`src/source/systolic_params.svh`:
```
// -----------------------------------------------
// array size and fixed-point format macros
// -----------------------------------------------
`ifndef SYSTOLIC_PARAMS_SVH
`define SYSTOLIC_PARAMS_SVH

// mesh is SA_N x SA_N PEs
`define SA_N 3

// west operand in signed q8.8
`define SA_WIDTH_A 16
`define SA_FRAC_A 8

// north operand in signed q8.8
`define SA_WIDTH_B 16
`define SA_FRAC_B 8

// result in signed q8.8
`define SA_WIDTH_OUT 16
`define SA_FRAC_OUT 8

// guard bits above the full product
`define SA_ACC_HEADROOM 4

// skew lanes carry the wider of the two operands
`define SA_WIDTH_LANE ((`SA_WIDTH_A > `SA_WIDTH_B) ? `SA_WIDTH_A : `SA_WIDTH_B)

// fraction bits between product scale and result scale
`define SA_ALIGN_SHIFT (`SA_FRAC_A + `SA_FRAC_B - `SA_FRAC_OUT)

`endif

```
`src/source/systolic_pkg.sv`:
```
// -----------------------------------------------
// operand, accumulator and result types
// lane structs and result matrix struct
// -----------------------------------------------
`include "systolic_params.svh"

package systolic_pkg;

    // scalar formats
    typedef logic signed [`SA_WIDTH_A-1:0] opa_t;
    typedef logic signed [`SA_WIDTH_B-1:0] opb_t;
    typedef logic signed [`SA_WIDTH_A+`SA_WIDTH_B-1:0] prod_t;
    typedef logic signed [`SA_WIDTH_A+`SA_WIDTH_B+`SA_ACC_HEADROOM-1:0] acc_t;
    typedef logic signed [`SA_WIDTH_OUT-1:0] res_t;

    // raw lane word for the skew delay lines
    typedef logic [`SA_WIDTH_LANE-1:0] lane_t;
    typedef lane_t [`SA_N-1:0] lane_vec_t;

    // one west operand per mesh row
    typedef struct packed {
        opa_t [`SA_N-1:0] lane;
    } west_lanes_t;

    // one north operand per mesh column
    typedef struct packed {
        opb_t [`SA_N-1:0] lane;
    } north_lanes_t;

    // elem[row][col]
    typedef struct packed {
        res_t [`SA_N-1:0][`SA_N-1:0] elem;
    } result_mat_t;

endpackage

```
`src/source/lane_skew.sv`:
```
// -----------------------------------------------
// triangular skew, lane k delayed k cycles
// -----------------------------------------------
`timescale 1ns/10ps
`include "systolic_params.svh"

module lane_skew (
    input  logic                    clk,
    input  logic                    rst_n,
    input  systolic_pkg::lane_vec_t lanes_in,
    output systolic_pkg::lane_vec_t lanes_out
);
    import systolic_pkg::*;

    for (genvar k = 0; k < `SA_N; k++) begin : g_lane
        if (k == 0) begin : g_pass
            // lane 0 goes straight through
            assign lanes_out[0] = lanes_in[0];
        end else begin : g_dly
            // chain[0] is the first stage, chain[k-1] the last
            lane_t [k-1:0] chain;

            always_ff @(posedge clk) begin
                if (!rst_n) begin
                    chain <= '0;
                end else begin
                    chain[0] <= lanes_in[k];
                    // remaining stages shift up by one
                    for (int s = 1; s < k; s++) begin
                        chain[s] <= chain[s-1];
                    end
                end
            end

            assign lanes_out[k] = chain[k-1];
        end
    end

endmodule

```
`config.mk`:
```
export PLATFORM = sky130hd
export DESIGN_NAME = lane_skew
export DESIGN_NICKNAME = d
export VERILOG_FILES = /design/src/source/systolic_pkg.sv /design/src/source/lane_skew.sv
export VERILOG_INCLUDE_DIRS = /design/src /design/src/source
export SDC_FILE = /design/constraint.sdc
export NUM_CORES = 1
export LEC_CHECK = 0
export BUFFER_PORTS_ARGS = -buffer_cell sky130_fd_sc_hd__buf_2
export CORE_AREA = 2 2 68 57
export CTS_BUF_LIST = sky130_fd_sc_hd__clkbuf_2 sky130_fd_sc_hd__clkbuf_4 sky130_fd_sc_hd__clkbuf_8
export CTS_CLUSTER_DIAMETER = 150
export DETAILED_ROUTE_END_ITERATION = 8
export DIE_AREA = 0 0 70 59
export GPL_TIMING_DRIVEN = 1
export PLACE_DENSITY = 0.89
export SLEW_MARGIN = 15
export SYNTH_ARGS = -nofsm -noshare
export SYNTH_HDL_FRONTEND = slang
export SYNTH_SLANG_ARGS = --single-unit
```
`constraint.sdc`:
```
create_clock -name clk -period 1.6 [get_ports clk]
set_input_delay 0.08 -clock clk [delete_from_list [all_inputs] [get_ports clk]]
set_output_delay 0.08 -clock clk [all_outputs]
set_load 0.005 [all_outputs]
```
==> flow_summary.json, run 1 <==
{
  "tightest_slew_ns": 0.557,
  "io_buffers": 65,
  "cts_tree": "yes",
  "drt_wl_total_um": 2870,
  "ir_drop_mv": 0.767,
  "path_clk_slew_ns": 0.09,
  "reg2reg_to": "lanes_out[47]",
  "pre_cts_ws_ns": 0.765,
  "drive_above_1_share": 0.468,
  "critPathCaptureType": "output pin",
  "clockBufferDepth": 2,
  "first_iter_violations": 32,
  "viasPerCell": 4.02,
  "fin_crit_sh": 0.519,
  "max-cap-violations": 0,
  "critPathRequiredTime_ns": 1.52,
  "dieArea_um2": 4130,
  "rows": 19,
  "yosys_warnings": 0,
  "grt-ovfl-total": 0,
  "grt_pass1_wl_um": 4360,
  "synth_mux_area_frac": 0,
  "p_leak_nw": 1.02,
  "hp-class": "in2out",
  "synth_fp_nets": 183,
  "ys_seq_elements": 48,
  "clock-sinks": 48,
  "clockRootBuffer": "clkbuf_8",
  "routed-via-count": 976,
  "synthAdderAreaFrac": 0,
  "synth_top_family_by_area": "simple AND/OR/NAND/NOR gates",
  "hold_depth": 0,
  "grt_setup_unrepaired": "no",
  "yosysSeqAreaShare": 0.611,
  "syn_to_final_growth_pct": 32.5,
  "reg2regPathDepth": 1,
  "hold_viol_final": 0,
  "cp_num_buf_inv": 1,
  "slew_violations": 0,
  "setup_slack_ns": 0.770,
  "path_cells": "buf_2",
  "final.min_clock_period_ns": 0.830,
  "cpMaxStageDelayCell": "dfxtp_1",
  "outcome": "finished, final reports clean",
  "synth_xor_xnor_area_share": 0,
  "cts_buffers": 5,
  "hpwl_um": 1570,
  "critPathTopFamily": "flip-flops",
  "synth_compound_area_frac": 0,
  "path_class": "reg2out",
  "ant_nets": 0,
  "start_util": 0.466,
  "htree_num_levels": 2,
  "antenna_cells": 0,
  "fmax_mhz": 1200,
  "place_congestion": 0.653,
  "power_density_nw_per_um2": 1050,
  "final.fill_count": 268,
  "setup_violations": 0,
  "dieWidth_um": 70,
  "drtPass1Iterations": 3,
  "rrSetupSlack_ns": 1.03,
  "synth_area_per_cell_um2": 11.8,
  "worst-path-max-fanout": 1,
  "max_slew_margin": 0.629,
  "syn_inst": 133,
  "timing.rr.start": "g_lane[2].g_dly.chain[15]",
  "arrival_ns": 0.75,
  "fp.coreArea_um2": 3380,
  "grt_usage": 0.145,
  "antenna_found_initial": 0,
  "clk_latency_ns": 0.30,
  "min_to": "lanes_out[11]",
  "synthDistinctLibCells": 6,
  "critPathLaunchType": "flip-flop",
  "wire_per_inst_um": 11.8,
  "max_stage_delay_ns": 0.33,
  "synth-simple-area-share": 0.208,
  "skew_ns": 0.00469,
  "grt_start_max_net_pins": 49,
  "netlist_area_um2": 1570,
  "ioPinCount": 98,
  "die_y_um": 59,
  "min_from": "lanes_in[11]",
  "grt_pass1_vias": 993,
  "drc": 0,
  "fin_nets": 250,
  "finalSetupTns_ns": 0
}
==> report_power, final <==
part	internal (mW)	switching, mW	leakage [nW]
logic	0.135	0.0621	0.568
clock network	0.353	0.381	0.0516
registers	1.25	0.0125	0.398
==> synth_stat cells <==
library cell  instances  share of area
clkbuf_2              2         0.0064
and2_2               21           0.10
and2_1               27           0.11
dfxtp_1              48           0.61
buf_6                 3          0.021
buf_4                32           0.15
==> how the worst max path moves through the flow <==
| stage | slack [ns] | depth (start not counted) | start | to |
|---|---|---|---|---|
| after global placement | 0.79 | 2 | rst_n | g_lane[2].g_dly.chain[15] |
| after floorplan | 1.03 | 3 | rst_n | g_lane[1].g_dly.chain[0] |
| final | 0.77 | 1 | g_lane[1].g_dly.chain[7] | lanes_out[23] |
| after CTS | 0.77 | 1 | g_lane[1].g_dly.chain[5] | lanes_out[21] |
| after global routing | 0.74 | 1 | lanes_out[32] | lanes_out[32] |
| after detailed placement | 0.76 | 2 | rst_n | g_lane[1].g_dly.chain[9] |
==> layer usage <==
layer  up-vias  track usage  wire length [um]
met5         -            0                 0
met4         0        0.113               119
met3        17       0.0561               212
met2        39        0.276              1580
met1       425        0.123               954
li1        495            -                 -
==> cells by family (layout without fill, tap and decap cells) <==
kind of cell  Yosys count  count (layout)
buf+inv                37             105
simple gates           48              48
flops                  48              48
==> registers in the layout, summed over array words and instances (netlist names) <==
name,cells
g_lane.g_dly.chain,32
lanes_out,16
==> layout by cell type (no fill, tap or decap) <==
cell / count
clkbuf_8: 6
and2_2: 21
and2_1: 27
dfxtp_1: 48
inv_6: 1
buf_2: 65
dlygate4sd3_1: 32
clkinv_2: 1
==> cell type report <==
class | instances | area (um^2) | area share
clock buffer | 6 | 82.6 | 0.0397
clock inverter | 2 | 13.8 | 0.00661
multi-input combinational | 48 | 327 | 0.157
sequential | 48 | 961 | 0.462
tap | 42 | 52.6 | 0.0252
timing repair buffer | 97 | 646 | 0.310
==> stage by stage <==
stage	cell area, um^2	power [mW]	hold WS (ns)	instances	util
2_1_floorplan	1570	1.41	0.207	133	-
3_3_place_gp	1670	1.42	0.160	203	0.493
3_5_place_dp	1670	1.43	0.160	203	0.493
4_1_cts	2040	2.21	0.000357	239	0.605
5_1_grt	2080	2.31	0.160	243	0.617
6_report	2080	2.20	0.160	243	0.617
==> timing repair <==
item	4_1_cts	5_1_grt
hold endpoints to repair	28	4
resized for setup	0	0
hold buffers	28	4
setup buffers	0	0
Note: power is estimated with default switching activity, not from simulation.
==> run 2: changes to the inputs <==
Settings changed: ABC_AREA set to 1, CORE_AREA 2 2 68 57 to 2 2 71 59, DIE_AREA 0 0 70 59 to 0 0 73 61, PLACE_DENSITY 0.89 to 0.84.
Clock period 1.6 ns to 0.8 ns, I/O delays scaled along.
==> run 2 against run 1 <==
Net effect:
- register-to-register slack got worse by 0.74 ns
- worst setup slack got worse by 0.74 ns
- combinational power grew 120%
- via count rose by 16%
- final area up 4.0%
- synthesized cell count increased by 36%
- synthesized area grew 1.9%
- global-route usage down 1.1 points
- die area increased by 7.8%
- critical path depth stayed put
- critical endpoint unchanged
==> flow_summary.json, run 2 <==
{
  "synth_mux_area_frac": 0,
  "path_clk_slew_ns": 0.09,
  "grt_pass1_wl_um": 4270,
  "drt_wl_total_um": 2820,
  "synth_top_family_by_area": "buffers and inverters",
  "multiInputGateArea_um2": 180,
  "yosysSeqAreaShare": 0.600,
  "max-cap-violations": 0,
  "drc": 0,
  "final_cell_mix": "buf_2 (59), nand2_1 (48), dfxtp_1 (41)",
  "critPathTopFamily": "flip-flops",
  "hold_viol_final": 0,
  "synth_xor_xnor_area_share": 0,
  "placed_area_um2": 1700,
  "outcome": "finished, final reports clean",
  "final.min_clock_period_ns": 0.769,
  "syn_inst": 181,
  "io_buffers": 65,
  "regArea_um2": 970,
  "power_density_nw_per_um2": 2060,
  "ys_top_cells_by_area": "dfxtp_1 (60%), buf_4 (15%), nand2_1 (11%)",
  "wire_per_inst_um": 9.61,
  "skew_ns": 0.00400,
  "cp_num_buf_inv": 1,
  "clock-sinks": 48,
  "yosys_warnings": 0,
  "use_met1": 0.122,
  "critPathCaptureType": "output pin",
  "ioPinCount": 98,
  "arrival_ns": 0.73,
  "clockRootBuffer": "clkbuf_8",
  "clk_latency_ns": 0.29,
  "fin_crit_sh": 0.961,
  "grt_start_max_net_pins": 49,
  "largest_register_ff_count": 32,
  "critPathLaunchType": "flip-flop",
  "htree_num_levels": 2,
  "critPathRequiredTime_ns": 0.76,
  "slew_violations": 0,
  "met2_usage": 0.243,
  "worst-path-max-fanout": 1,
  "fp.coreArea_um2": 3730,
  "ant_nets": 0,
  "grt_setup_unrepaired": "yes",
  "hp-class": "in2out",
  "synth_compound_area_frac": 0,
  "grt-busiest-layer": "met2",
  "synth_top_area_share": 0.600,
  "synth-main-ff-cell": "dfxtp_1",
  "routed-via-count": 1130,
  "synth_commonest_cells": "dfxtp_1 (48), nand2_1 (48), inv_1 (38)",
  "cpMaxStageDelayCell": "dfxtp_2",
  "netlist_area_um2": 1600,
  "final.fill_count": 315,
  "viasPerCell": 3.86,
  "cts_buffers": 5,
  "p_leak_nw": 1.35,
  "tightest_slew_ns": 0.746,
  "max_slew_margin": 0.503,
  "synthDistinctLibCells": 7,
  "start_util": 0.430,
  "first_iter_violations": 18,
  "clockBufferDepth": 2,
  "dieArea_um2": 4450,
  "grt_usage": 0.134,
  "setup_violations": 0,
  "ir_drop_mv": 1.31,
  "fin_nets": 298,
  "antenna_cells": 0,
  "synth_edf_count": 0,
  "grt_pass1_vias": 1079,
  "rows": 20,
  "synth-simple-area-share": 0.112,
  "syn_to_final_growth_pct": 35.2,
  "layout_commonest_cell": "buf_2",
  "synth_fp_nets": 231,
  "path_cells": "buf_6",
  "async_flop_share": 0,
  "gr-usage-met3": 0.0797,
  "final_area_um2": 2170,
  "top_register": "g_lane.g_dly.chain",
  "synth_area_per_cell_um2": 8.85,
  "antenna_found_initial": 0,
  "fmax_mhz": 1300,
  "cts_tree": "yes",
  "dieWidth_um": 73,
  "ys_seq_elements": 48,
  "die_y_um": 61,
  "drtPass1Iterations": 3,
  "whs_ns": 0.0800,
  "drive_above_1_share": 0.361,
  "synth.largest_area_cell": "dfxtp_1",
  "fin_util": 0.581,
  "synthAdderAreaFrac": 0,
  "place_congestion": 0.634,
  "setup_slack_ns": 0.0312,
  "max_stage_delay_ns": 0.33,
  "pre_cts_ws_ns": -0.118,
  "grt-ovfl-total": 0,
  "hpwl_um": 1520,
  "path_class": "reg2out"
}
run 2: kinds of logic after synthesis:
kind of cell	count (synthesis)
buffers and inverters	85
flip-flops	48
AND/OR/NAND/NOR	48
run 2: power by group:
| group | internal, mW | switching, mW |
|---|---|---|
| Sequential | 2.51 | 0.0286 |
| Clock | 0.736 | 0.757 |
| Combinational | 0.261 | 0.167 |
| Total | 3.50 | 0.952 |
run 2: area by class of cell:
cell class                      count  area share
Sequential cell                    48       0.448
Timing Repair Buffer               97       0.315
Multi-Input combinational cell     48      0.0832
Inverter                           48      0.0832
Clock buffer                        7      0.0416
Tap cell                           44      0.0254
Clock inverter                      1     0.00347
run 2: metal layers:
layer,part of all wire,wire length (um)
met5,0,0
met4,0.0096,27
met3,0.093,263
met2,0.49,1380
met1,0.41,1140
run 2: what timing repair did:
item                                    4_1_cts  5_1_grt
endpoints found under the setup margin        0       13
buffers inserted                              0        0
hold buffers                                 32        0
endpoints found under the hold margin        32        0
gates resized for setup                       0       13
run 2: path summary, 6_finish.rpt:
kind	start	to	slack (ns)	cells after the start
setup / recovery	g_lane[1].g_dly.chain[7]	lanes_out[23]	0.03	1
hold / removal	lanes_in[2]	lanes_out[2]	0.08	0
setup reg to reg	g_lane[2].g_dly.chain[7]	lanes_out[39]	0.29	2
hold reg to reg	g_lane[2].g_dly.chain[11]	lanes_out[43]	0.41	2
run 2: through the flow:
stage / TNS [ns] / total power [mW] / cells
after floorplan: 0 / 2.83 / 181
after global placement: -3.33 / 2.86 / 253
after detailed placement: -4.45 / 2.87 / 253
after CTS: 0 / 4.47 / 293
after global routing: -0.0382 / 4.68 / 293
final: 0 / 4.46 / 293
